===== src/rtl/exec_pkg.sv =====
package exec_pkg;

	// One lane, one scalar or the PC
	typedef logic [31:0] lane_word_t;
	typedef logic [4:0] reg_idx_t;
	typedef logic [3:0] alu_op_t;
	typedef logic [1:0] op2_src_t;
	typedef logic [2:0] branch_t;

	// ALU operation codes
	localparam alu_op_t OP_ADD = 4'd0;
	localparam alu_op_t OP_SUB = 4'd1;
	localparam alu_op_t OP_AND = 4'd2;
	localparam alu_op_t OP_OR = 4'd3;
	localparam alu_op_t OP_XOR = 4'd4;
	localparam alu_op_t OP_SHL = 4'd5;
	localparam alu_op_t OP_CMPEQ = 4'd6;
	localparam alu_op_t OP_MUL = 4'd7;

	// Operand 2 sources
	localparam op2_src_t SRC_SCALAR = 2'd0;
	localparam op2_src_t SRC_VECTOR = 2'd1;
	localparam op2_src_t SRC_IMM = 2'd2;

	// Branch kinds
	localparam branch_t BR_NONE = 3'd0;
	localparam branch_t BR_ALL = 3'd1;
	localparam branch_t BR_ZERO = 3'd2;
	localparam branch_t BR_NZERO = 3'd3;
	localparam branch_t BR_GOTO = 3'd4;
	localparam branch_t BR_REGWRITE = 3'd5;

	localparam reg_idx_t PC_REG = 5'd31;
	localparam int MUL_LATENCY = 3;

endpackage


===== src/rtl/single_cycle_alu.sv =====
module single_cycle_alu #(
	parameter int LANES = 4
) (
	input  exec_pkg::alu_op_t alu_op_i,
	input  logic [LANES*32-1:0] op1_i,
	input  logic [LANES*32-1:0] op2_i,
	output logic [LANES*32-1:0] result_o
);
	localparam int VEC_W = LANES * 32;

	logic [VEC_W-1:0] lane_result;
	logic [LANES-1:0] eq_bits;

	function automatic exec_pkg::lane_word_t lane_op(
		input exec_pkg::alu_op_t op,
		input exec_pkg::lane_word_t a,
		input exec_pkg::lane_word_t b
	);
		case (op)
			exec_pkg::OP_ADD: return a + b;
			exec_pkg::OP_SUB: return a - b;
			exec_pkg::OP_AND: return a & b;
			exec_pkg::OP_OR: return a | b;
			exec_pkg::OP_XOR: return a ^ b;
			exec_pkg::OP_SHL: return a << b[4:0];
			// Multiply belongs to the pipelined path
			default: return '0;
		endcase
	endfunction

	for (genvar k = 0; k < LANES; k++)
	begin : g_lane
		assign lane_result[k*32 +: 32] = lane_op(alu_op_i, op1_i[k*32 +: 32], op2_i[k*32 +: 32]);
		assign eq_bits[k] = op1_i[k*32 +: 32] == op2_i[k*32 +: 32];
	end

	// Compare packs one flag per lane into the low bits
	always_comb
	begin
		if (alu_op_i == exec_pkg::OP_CMPEQ)
			result_o = {{(VEC_W-LANES){1'b0}}, eq_bits};
		else
			result_o = lane_result;
	end

endmodule


===== config.mk =====
export PLATFORM = sky130hd
export DESIGN_NAME = single_cycle_alu
export DESIGN_NICKNAME = d
export VERILOG_FILES = /design/src/rtl/exec_pkg.sv /design/src/rtl/single_cycle_alu.sv
export SDC_FILE = /design/constraint.sdc
export NUM_CORES = 1
export LEC_CHECK = 0
export BUFFER_PORTS_ARGS = -buffer_cell sky130_fd_sc_hd__buf_2
export CORE_ASPECT_RATIO = 1.4
export CORE_MARGIN = 3
export CORE_UTILIZATION = 28
export DETAILED_ROUTE_END_ITERATION = 6
export PLACE_DENSITY = 0.46
export SYNTH_ARGS = -nofsm -noshare
export SYNTH_HDL_FRONTEND = slang
export SYNTH_SLANG_ARGS = --single-unit

===== constraint.sdc =====
create_clock -name vclk -period 18.39
set_clock_uncertainty 0.2 [all_clocks]
set_input_delay 3.678 -clock vclk [all_inputs]
set_output_delay 3.678 -clock vclk [all_outputs]
set_load 0.02 [all_outputs]

==> impl_summary.log, run 1 <==
[metrics] vertical extent of the die: 364 µm
[metrics] router iterations before antenna repair: 6
[metrics] Yosys top cell area share: 20.5%
[metrics] top layer reached by signal wires: met5
[metrics] Tmin final: 12.76 ns
[metrics] number of global-route vias before repair: 30616
[metrics] run status: complete, no violations
[metrics] worst-path cell chain: buf_2, buf_4, clkinv_1, fa_1, nor2b_1, o21ai_0, a31oi_1, nor4_1, o211ai_1, a31oi_1, o31ai_1, a211o_1, a21oi_1, mux2i_1, a2111o_1, buf_2
[metrics] sequential area share after synthesis: 0%
[metrics] GP Congestion: 0.948
[metrics] met3 routed WL: 7720 µm
[metrics] count of buffers inserted at the top-level ports: 388
[metrics] dominant cell type by area after synthesis: sky130_fd_sc_hd__ha_1
[metrics] DP Cell Count: 5233
[metrics] number of logic stages on the critical path including buffering: 16
[metrics] die width: 262 µm
[metrics] arrival time of data at the critical path endpoint: 8.88 ns
[metrics] most common cell in the netlist: sky130_fd_sc_hd__nor2_1
[metrics] Pins Over Slew Limit: 0
[metrics] Final Routed Wirelength: 132000 µm
[metrics] commonest cells in the netlist: sky130_fd_sc_hd__nor2_1, sky130_fd_sc_hd__ha_1, sky130_fd_sc_hd__a21oi_1
[metrics] beginning of the worst hold path: op2_i[38]
[metrics] fin util: 31.5%
[metrics] total number of vias: 31327
[metrics] required time of the worst setup path: 14.51 ns
[metrics] master of the slowest instance on the critical path: sky130_fd_sc_hd__fa_1
[metrics] setup repair after global routing missed its margin: false
[metrics] cell types with the largest area share after synthesis: sky130_fd_sc_hd__ha_1, sky130_fd_sc_hd__a21oi_1, sky130_fd_sc_hd__mux4_2
[metrics] routed via count divided by cell count: 5.97
[metrics] Detailed Place HPWL: 103000 µm
[metrics] Worst-Margin Slew: 1.01 ns
[metrics] sequential cell count of the final layout: 0
[metrics] type of the most critical hold path: primary input to primary output
[metrics] count of non-filler cells in the finished layout: 5244
[metrics] total standard cell area after synthesis: 25600 µm²
[metrics] total global-route track usage: 26.2%
[metrics] final hold violation count: 0
[metrics] Hold Path Cell Cnt: 5
[metrics] maximum net fanout on the critical path: 35
[metrics] Crit path buffers/inverters: 4
[metrics] gate count after technology mapping: 3878
[metrics] share of the clock period used by the worst path after layout: 69.4%
[metrics] Max-slew headroom: 32.1%
[metrics] remaining antenna violation count after routing: 0
[metrics] overall die area: 95100 µm²
[metrics] power density cells: 32.6 nW/µm²
[metrics] wire length of the first global-routing pass: 195000 µm
[metrics] startpoint type of the worst setup path: primary input
[metrics] Top Family by Delay on Critical Path: compound AO/OA/AOI/OAI gates
[metrics] max incr delay on CP: 0.68 ns
[metrics] post-route setup TNS: 0 ns
[metrics] total global routing overflow: 0
[metrics] total of warnings raised by yosys: 0
[metrics] number of antenna violations at the first check in global routing: 15
[metrics] pin count of the biggest net entering global routing: 89
[metrics] worst vdd ir: 0.0175 mV
[metrics] hold worst-path end: result_o[38]
[metrics] number of instances resized during post-cts repair: 0
[metrics] Avg Cell Area, Syn: 6.60 µm²
[metrics] setup violation total in the final timing report: 0
[metrics] per-cell routed wire length: 25.1 µm
[metrics] initial detailed-routing violation count: 2691
[metrics] remaining design rule violation count: 0
[metrics] Static Leakage: 0.0134 µW
[metrics] critical path class: primary input to primary output
[metrics] Final Net Count: 4735
[metrics] Reg area: 0 µm²
[metrics] wire length the detailed router placed on met1: 53000 µm
[metrics] initial cell density of the core: 28.4%
[metrics] number of setup buffers added after CTS: 0
[metrics] first element of the critical path: op2_i[97]
[metrics] share of layout cells above drive strength 1: 14.0%
[metrics] CTS Hold Bufs: 0
[metrics] top-level port count: 388
[metrics] count of max-cap constraint violations: 0
[metrics] Area growth syn-to-layout: 11.1%
[metrics] number of placement rows: 130
[metrics] number of unique standard cell types used by synthesis: 86
[metrics] core footprint: 90300 µm²
[metrics] wire length on met2: 64400 µm
[metrics] highest clock rate: 0.0784 GHz
[metrics] Synthesized Nets: 4566
[metrics] kind of end point of the critical path: primary output
[metrics] total of clock buffers placed in the layout: 0
## stage by stage
step	hold WS [ns]	area (µm²)	setup WS (ns)	total power (µW)
floorplan	7.52	25600	6.83	592
global placement	7.77	28400	5.72	916
detailed placement	7.77	28400	5.65	912
CTS	7.78	28400	5.65	917
global route	7.80	28400	5.14	1010
finish	7.75	28400	5.63	927
## final cells by class
type / count / area [µm²]
multi-input cells: 3224 / 23200
well taps: 1188 / 1490
diodes: 11 / 27.5
inverters: 393 / 1480
repair buffers: 428 / 2250
fillers: 10095 / 61800
## layout by cell type (no fill, tap or decap), types with 11 or more instances in the layout
master                        n
sky130_fd_sc_hd__a221oi_1    98
sky130_fd_sc_hd__nand3_1     70
sky130_fd_sc_hd__buf_2      388
sky130_fd_sc_hd__o31ai_1     40
sky130_fd_sc_hd__o21bai_1    71
sky130_fd_sc_hd__nor2_1     421
sky130_fd_sc_hd__a22oi_1     35
sky130_fd_sc_hd__or3_1       25
sky130_fd_sc_hd__buf_4       39
sky130_fd_sc_hd__nand2_1    383
sky130_fd_sc_hd__inv_1      380
sky130_fd_sc_hd__o22ai_1     77
sky130_fd_sc_hd__nor3_1      71
sky130_fd_sc_hd__a221o_1     17
sky130_fd_sc_hd__o2111ai_1   21
sky130_fd_sc_hd__nand4_1     25
sky130_fd_sc_hd__o211ai_1    70
sky130_fd_sc_hd__o21ai_0    241
sky130_fd_sc_hd__a211o_1     13
sky130_fd_sc_hd__mux2i_1    110
sky130_fd_sc_hd__clkinv_1    11
sky130_fd_sc_hd__a21o_1      67
sky130_fd_sc_hd__nor4_1      32
sky130_fd_sc_hd__xnor2_1     14
sky130_fd_sc_hd__a211oi_1    44
sky130_fd_sc_hd__nand2b_1    34
sky130_fd_sc_hd__and3_1      22
sky130_fd_sc_hd__mux4_2      81
sky130_fd_sc_hd__diode_2     11
sky130_fd_sc_hd__o221ai_1    36
sky130_fd_sc_hd__nor2b_1     23
sky130_fd_sc_hd__o311ai_0    12
sky130_fd_sc_hd__a21oi_1    393
sky130_fd_sc_hd__ha_1       420
sky130_fd_sc_hd__mux2_2      12
sky130_fd_sc_hd__o21a_1      22
sky130_fd_sc_hd__a31oi_1     37
## per-layer routing
metal  global-route usage [%]  up-vias
met2                     46.6     1332
met4                     10.7        8
met5                        0        -
li1                         -    14578
met3                     1.95      285
met1                     32.6    15124
## how the worst max path moves through the flow
stage | to | slack [ns]
floorplan | result_o[55] | 6.83
global placement | result_o[124] | 5.72
detailed placement | result_o[124] | 5.65
CTS | result_o[124] | 5.65
global route | result_o[124] | 5.14
finish | result_o[124] | 5.63
## cells by family after synthesis
family | share of synthesized area, %
AOI/OAI and AO/OA | 36.9
xor gates and xnor gates | 0.479
adders and majority gates | 21.2
buffers and inverters | 9.67
muxes | 12.0
and+or+nand+nor | 19.8
## power by group
| group | total [µW] | switching [µW] | internal [µW] |
|---|---|---|---|
| sequential | 0 | 0 | 0 |
| clock | 0.0000806 | 0 | 0.0000805 |
| combinational | 927 | 614 | 313 |
| total | 927 | 614 | 313 |
Power figures use the tool's default switching activity.
==> run 2: changes to the inputs <==
==> constraint.sdc (replaced) <==
create_clock -name vclk -period 13.4
set_clock_uncertainty 0.2 [all_clocks]
set_input_delay 2.68 -clock vclk [all_inputs]
set_output_delay 2.68 -clock vclk [all_outputs]
set_load 0.02 [all_outputs]
==> run 2 against run 1 <==
  * The run now ends with DRC left
  * Clock-buffer cell count unchanged
  * Final area about the same
  * Critical path depth decreased by 1
  * Combinational power increased by 37%
  * Sequential share of layout area unchanged
  * Die area unchanged
  * Power increased by 37%
  * Worst hold slack got worse by 2.0 ns
  * Via count decreased by 0.19%
  * Critical path type unchanged
==> impl_summary.log, run 2 (synthesis gave the netlist of run 1 again) <==
[metrics] leading cell type in the layout, fill and taps excluded: sky130_fd_sc_hd__nor2_1
[metrics] Pins Over Slew Limit: 0
[metrics] top-level port count: 388
[metrics] wire length of the first global-routing pass: 193000 µm
[metrics] violations in the final reports: DRC
[metrics] routed via count divided by cell count: 5.96
[metrics] highest clock rate: 0.0929 GHz
[metrics] count of max-cap constraint violations: 0
[metrics] number of global-route vias before repair: 30323
[metrics] number of instances resized during post-cts repair: 0
[metrics] total number of vias: 31267
[metrics] remaining design rule violation count: 12
[metrics] post-route setup TNS: 0 ns
[metrics] per-cell routed wire length: 24.9 µm
[metrics] number of antenna violations at the first check in global routing: 15
[metrics] routing usage on met1: 32.2%
[metrics] Final Net Count: 4736
[metrics] number of setup buffers added after CTS: 0
[metrics] type of the most critical hold path: primary input to primary output
[metrics] Multi-input gate area: 23200 µm²
[metrics] pin count of the biggest net entering global routing: 68
[metrics] Area growth syn-to-layout: 11.1%
[metrics] initial cell density of the core: 28.4%
[metrics] setup violation total in the final timing report: 0
[metrics] Worst-Margin Slew: 1.01 ns
[metrics] Final Routed Wirelength: 131000 µm
[metrics] total global-route track usage: 26.0%
[metrics] critical path class: primary input to primary output
[metrics] number of placement rows: 130
[metrics] worst vdd ir: 0.0244 mV
[metrics] run status: finished with violations
[metrics] total global routing overflow: 0
[metrics] GP Congestion: 0.955
[metrics] Detailed Place HPWL: 103000 µm
[metrics] remaining antenna violation count after routing: 0
[metrics] Hold Path Cell Cnt: 5
[metrics] Max-slew headroom: 31.8%
[metrics] count of buffers inserted at the top-level ports: 388
[metrics] arrival time of data at the critical path endpoint: 7.88 ns
[metrics] CTS Hold Bufs: 0
[metrics] sequential cell count of the final layout: 0
[metrics] pre-CTS WS: 2.66 ns
[metrics] highest-utilization routing layer at the global route stage: met2
[metrics] Static Leakage: 0.0134 µW
[metrics] final hold violation count: 0
[metrics] die width: 262 µm
[metrics] worst-case setup margin in the final layout: 2.64 ns
[metrics] startpoint type of the worst setup path: primary input
[metrics] initial detailed-routing violation count: 2388
[metrics] power density cells: 44.7 nW/µm²
[metrics] met3 usage in global routing: 2.15%
[metrics] vertical extent of the die: 364 µm
[metrics] core footprint: 90300 µm²
[metrics] total of clock buffers placed in the layout: 0
[metrics] Tmin final: 10.76 ns
[metrics] router iterations before antenna repair: 7
[metrics] leading cell types in the layout, fill and taps excluded: sky130_fd_sc_hd__nor2_1, sky130_fd_sc_hd__ha_1, sky130_fd_sc_hd__a21oi_1
[metrics] met2 demand-to-capacity share in global routing: 45.6%
[metrics] share of the clock period used by the worst path after layout: 80.3%
[metrics] Reg area: 0 µm²
[metrics] setup repair after global routing missed its margin: false
[metrics] kind of end point of the critical path: primary output
[metrics] overall die area: 95100 µm²
[metrics] required time of the worst setup path: 10.52 ns
[metrics] fill cell instance count of the final layout: 10232
[metrics] maximum net fanout on the critical path: 37
[metrics] share of layout cells above drive strength 1: 14.0%
[run 2: cell count changes in the layout (fill, tap and decap cells not counted), sizes merged]
cell   before  now
buf       428  429
diode      11   10
[run 2: worst paths after layout]
check                 start      endpoint  slack, ns
setup / recovery  op2_i[35]  result_o[58]       2.64
hold / removal    op2_i[38]  result_o[38]       5.75
[run 2: area by class of cell]
cell class | instances | share of cell area [%]
Multi-Input combinational cell | 3224 | 81.5
Tap cell | 1188 | 5.23
Timing Repair Buffer | 429 | 7.96
Inverter | 393 | 5.19
Antenna cell | 10 | 0.0880
[run 2: critical path: stages]
cell and delay [ns]:
sky130_fd_sc_hd__buf_2 0.54, sky130_fd_sc_hd__clkinv_1 0.64, sky130_fd_sc_hd__ha_1 0.63, sky130_fd_sc_hd__nor2_1 0.09, sky130_fd_sc_hd__o21ai_0 0.17, sky130_fd_sc_hd__a31oi_1 0.20, sky130_fd_sc_hd__o41ai_1 0.91, sky130_fd_sc_hd__o221ai_1 0.40
sky130_fd_sc_hd__a21oi_1 0.25, sky130_fd_sc_hd__o21bai_1 0.23, sky130_fd_sc_hd__a21boi_1 0.45, sky130_fd_sc_hd__o31ai_1 0.15, sky130_fd_sc_hd__xnor2_1 0.14, sky130_fd_sc_hd__o21ai_0 0.17, sky130_fd_sc_hd__buf_2 0.20
[run 2: metrics by stage]
step	total power, µW	utilization [%]	hold slack, ns	cells	cell area, µm²
final	1270	31.5	5.75	5244	28400
after global routing	1380	31.5	5.82	5240	28400
after CTS	1260	31.5	5.77	5234	28400
after detailed placement	1250	31.5	5.77	5234	28400
after global placement	1250	31.5	5.77	5234	28400
after floorplan	813	-	5.52	3878	25600
[run 2: power by group]
| part | switching, µW | leakage, µW | internal [µW] | total (µW) |
|---|---|---|---|---|
| Sequential | 0 | 0 | 0 | 0 |
| Clock | 0 | 0.0000000634 | 0.000100 | 0.000100 |
| Combinational | 841 | 0.0134 | 429 | 1270 |
[run 2: routing by layer]
metal / up-vias / part of all wire (%) / wire, µm
met4: 10 / 4.9 / 6460
met3: 287 / 5.7 / 7460
met2: 1353 / 49 / 63600
met5: - / 0.050 / 66
met1: 15040 / 41 / 53200
li1: 14577 / - / -
